## src/hdl/bpu_pkg.sv

```systemverilog
`default_nettype none

package bpu_pkg;

    // instruction kinds as resolved by the execute stage
    typedef enum logic [2:0] {
        NOT_JUMP      = 3'd0,
        DIRECT_JUMP   = 3'd1, // conditional branch
        RET           = 3'd4,
        INDIRECT_JUMP = 3'd5,
        CALL          = 3'd6,
        JUMP          = 3'd7
    } kind_e;

    // word address of the first fetch
    localparam logic [29:0] PC_RESET = 30'h0700_0000;

    // fetch side prediction, 34 bits
    typedef struct packed {
        logic [29:0] npc;
        kind_e       kind;
        logic        taken;
    } pred_t;

    // training word from execute, 94 bits
    typedef struct packed {
        logic [29:0] pc;
        logic [29:0] npc;
        logic [29:0] ret_pc; // only meaningful for calls
        kind_e       kind;
        logic        taken;
    } upd_t;

endpackage

`default_nettype wire
```

## src/hdl/return_stack.sv

```systemverilog
`timescale 1ns/100ps
`default_nettype none

module return_stack
    import bpu_pkg::*;
#(
    parameter int stack_len = 8 // power of two
) (
    input  wire logic   clk,
    input  wire logic   rstn,
    input  wire logic   stall,
    input  wire logic   update_en,
    input  wire upd_t   upd,
    output logic [29:0] top
);

    localparam int ptr_w = $clog2(stack_len);

    logic [29:0]      stack [stack_len];
    logic [ptr_w-1:0] ptr;     // next free slot
    logic [ptr_w-1:0] top_idx;
    logic             push;
    logic             pop;

    assign top_idx = ptr - 1'b1; // wraps below zero
    assign push    = update_en && (upd.kind == CALL);
    assign pop     = update_en && (upd.kind == RET);

    always_ff @(posedge clk) begin
        if (!rstn) begin
            ptr <= '0;
            top <= '0;
            for (int i = 0; i < stack_len; i++) begin
                stack[i] <= '0;
            end
        end else if (!stall) begin
            top <= stack[top_idx];
            if (push) begin
                stack[ptr] <= upd.ret_pc;
                ptr        <= ptr + 1'b1;
            end else if (pop) begin
                ptr <= ptr - 1'b1;
            end
        end
    end

endmodule

`default_nettype wire

```

## config.mk

```make
export PLATFORM = sky130hd
export DESIGN_NAME = return_stack
export DESIGN_NICKNAME = d
export VERILOG_FILES = /design/src/hdl/bpu_pkg.sv /design/src/hdl/return_stack.sv
export SDC_FILE = /design/constraint.sdc
export NUM_CORES = 1
export LEC_CHECK = 0
export BUFFER_PORTS_ARGS = -buffer_cell sky130_fd_sc_hd__buf_2
export CAP_MARGIN = 40
export CORE_AREA = 8 8 198 200
export DETAILED_ROUTE_END_ITERATION = 10
export DIE_AREA = 0 0 206 208
export GPL_ROUTABILITY_DRIVEN = 0
export PLACE_DENSITY_LB_ADDON = 0.15
export RECOVER_POWER = 25
export SETUP_SLACK_MARGIN = 0.5
export SLEW_MARGIN = 20
export SYNTH_ARGS = -nofsm -noshare
export SYNTH_HDL_FRONTEND = slang
export SYNTH_SLANG_ARGS = --single-unit
```

## constraint.sdc

```tcl
create_clock -name clk -period 4.3 [get_ports clk]
set_input_delay 0.86 -clock clk [delete_from_list [all_inputs] [get_ports clk]]
set_output_delay 0.86 -clock clk [all_outputs]
set_load 0.02 [all_outputs]
```

==> run metrics <==
Synth Instances=1109; CTS Buf Count=31; # IOs=128; CP delay by family, top=compound AO/OA/AOI/OAI gates; YS warnings=0; Avg WL per Cell=20.87 um; clock skew after layout=0.01728 ns; Hold Path Sink=top[20]; layout cells sized above 1=0.1227; Critical Path AT=3.86 ns; first-pass GRT wire length=52.58 mm; measured slew at the worst slew-check pin=2.471 ns; CP Launch Type=input pin; RSZ-0062 raised after global routing=no; DRT antenna net count=0; syn_area_per_cell=12.18 um^2; register area share after synthesis=0.5825; crit-path cells=clkbuf_1 -> and4bb_1 -> nand2_2 -> o21ai_0 -> buf_12; Cell Pwr Density=403.2 mW/mm^2; most common cell after layout, fill and taps aside=edfxtp_1; Hold WC Path Type=reg2reg; CTS tree=yes; final max-slew violation count=24; row count=70; crit path kind=in2reg; Starting Density=0.3743; cells on worst reg2reg path=3; violated checks=max-capacitance violations, max-slew violations; Initial DRC Count=487; DRC=0; CTS hold repair buffers=0; postcts setup bufs=0; Worst Path Buf+Inv=2; total negative slack=0 ns; vias in the first global route=8520; Die Y=208 um; crit path max-delay cell type=o21ai_0; vias per cell=5.193; core box area=0.03608 mm^2; Fmax=0.2769 GHz; Setup WS pre-CTS=1.204 ns; Area Overhead vs Synth=14.43%; Fin. Hold Viols=0; CTS sink count=273; post-synth cell types=30; period utilization=0.8399; H-tree Lvls=1; Synth Register Bits=273; Clock Latency Late Sink=0.57 ns; Static Leak=5.155 nW; Worst Setup SP=upd[1]; CP max stage delay=1.89 ns; Die Wd=206 um; Nets=1240; DIE AREA=0.04285 mm^2; first drt pass iteration count=6; Via Count=8480; dpl cells=1574; Slew headroom=-0.6646; final setup margin=0.6886 ns; initial antenna violation count=2; Post-Synthesis Cell Area=0.01351 mm^2; final number of setup-violating endpoints=0; Routed Wire Length=34.08 mm; pin count of the biggest net entering global routing=90; FF-to-FF setup slack=0.90 ns; Crit Path Max Fanout=21; outcome=complete, but fails checks; worst reg2reg startpoint=ptr[0]; critical path endpoint category=register; FILL cells=3417; DP Wirelength=19.78 mm; antenna diode count=0; Synthesized Nets=1209; non-filler cells, final=1633; Longest Clk Path Bufs=3; Cells on Worst Hold Path=2; Final min period=3.611 ns; clk slew on worst S/H paths=0.06 ns; Required @ worst endpoint=4.55 ns; Worst R2R End=stack[5][19]; GRT Residual Overflow=0; Max-Cap Viols=2; Worst VDD drop=0.3146 mV; PortBufs=66; placed inst area=0.01451 mm^2; Post-CTS Resized=0; commonest non-fill, non-tap cells in the layout=edfxtp_1 (240), and2_1 (217), nor3b_1 (120); final instance area=0.01545 mm^2; hold_sp=top[20]; overall routing resource usage=0.1577; root buf cell=clkbuf_16
Yosys cell counts:
library cell	instances	area, um^2
buf_4	11	82.58
edfxtp_1	240	7207
nand4_1	32	200.2
and4bb_2	1	12.51
dfxtp_1	33	660.6
nor4_4	2	42.54
nand2_2	2	12.51
nor3_1	60	300.3
o21ai_0	37	185.2
nand2b_1	2	12.51
mux2i_1	90	900.9
mux2_1	10	112.6
xnor2_1	3	26.28
buf_6	2	22.52
a21oi_1	30	150.1
nor2b_1	1	6.260
clkbuf_2	3	15.01
buf_1	2	7.510
and2_1	243	1520
inv_1	3	11.26
mux2_2	21	236.5
xnor2_2	1	16.27
nand2_1	4	15.01
buf_2	14	70.07
nor3b_1	120	900.9
nand3b_1	60	450.4
clkbuf_1	72	270.3
nor2_1	6	22.52
nand3_1	2	10.01
ha_1	2	25.02
worst register-to-register path: stages (launching register included):
cell	delay, ns
dfxtp_4	0.70
nand3_1	0.19
o21ai_0	1.88
buf_12	0.31
layout make-up:
cell class / count / area (um^2) / share of cell area
Clock buffer: 48 / 889.6 / 0.05756
Clock inverter: 10 / 142.6 / 0.009229
Tap cell: 468 / 585.6 / 0.03789
Timing Repair Buffer: 102 / 728.2 / 0.04712
Multi-Input combinational cell: 729 / 5226 / 0.3382
Sequential cell: 273 / 7871 / 0.5093
Inverter: 3 / 11.26 / 0.0007286
worst max-delay path by stage:
stage,endpoint,slack [ns],cells past startpoint
after CTS,top[0],1.38,7
after global placement,stack[5][7],1.23,6
after floorplan,stack[6][0],0.32,3
after global routing,stack[5][19],0.57,5
after detailed placement,stack[0][2],1.20,6
final,stack[5][19],0.69,5
metrics by stage:
step	power, mW	utilization	hold slack, ns
floorplan	3.429	-	0.5939
global placement	3.630	0.4009	0.5000
detailed placement	3.643	0.4022	0.5078
CTS	6.317	0.4308	0.5238
global route	6.452	0.4283	0.5523
finish	6.231	0.4283	0.5202
flip-flops by register name (all words and copies together) (netlist names):
signal	flops
ptr	3
top	30
stack	240
metal layers:
layer  track usage  vias up  routed length, um
met1        0.2215     4215              16130
met4       0.03207        2                592
li1              -     4084                  -
met3       0.01973       44               1207
met5             0        -                 13
met2        0.2579      135              16140
kinds of logic (layout without fill, tap and decap cells):
group / Yosys count / count (layout) / synth area share
adders and majority gates: 2 / 2 / 0.001853
DFF: 273 / 273 / 0.5825
AOI/OAI and AO/OA: 67 / 67 / 0.02483
and+or+nand+nor: 535 / 535 / 0.2596
xor gates and xnor gates: 4 / 4 / 0.003151
muxes: 121 / 121 / 0.09255
buffers and inverters: 107 / 163 / 0.03548
power breakdown:
group          switching, mW  total, mW  internal [mW]  leakage [nW]
logic                  0.357      0.554          0.198          1.90
clock network           1.06       2.66           1.60         0.503
registers             0.0369       3.02           2.98          2.75
total                   1.45       6.23           4.78          5.16
(Power assumes the default switching activity.)
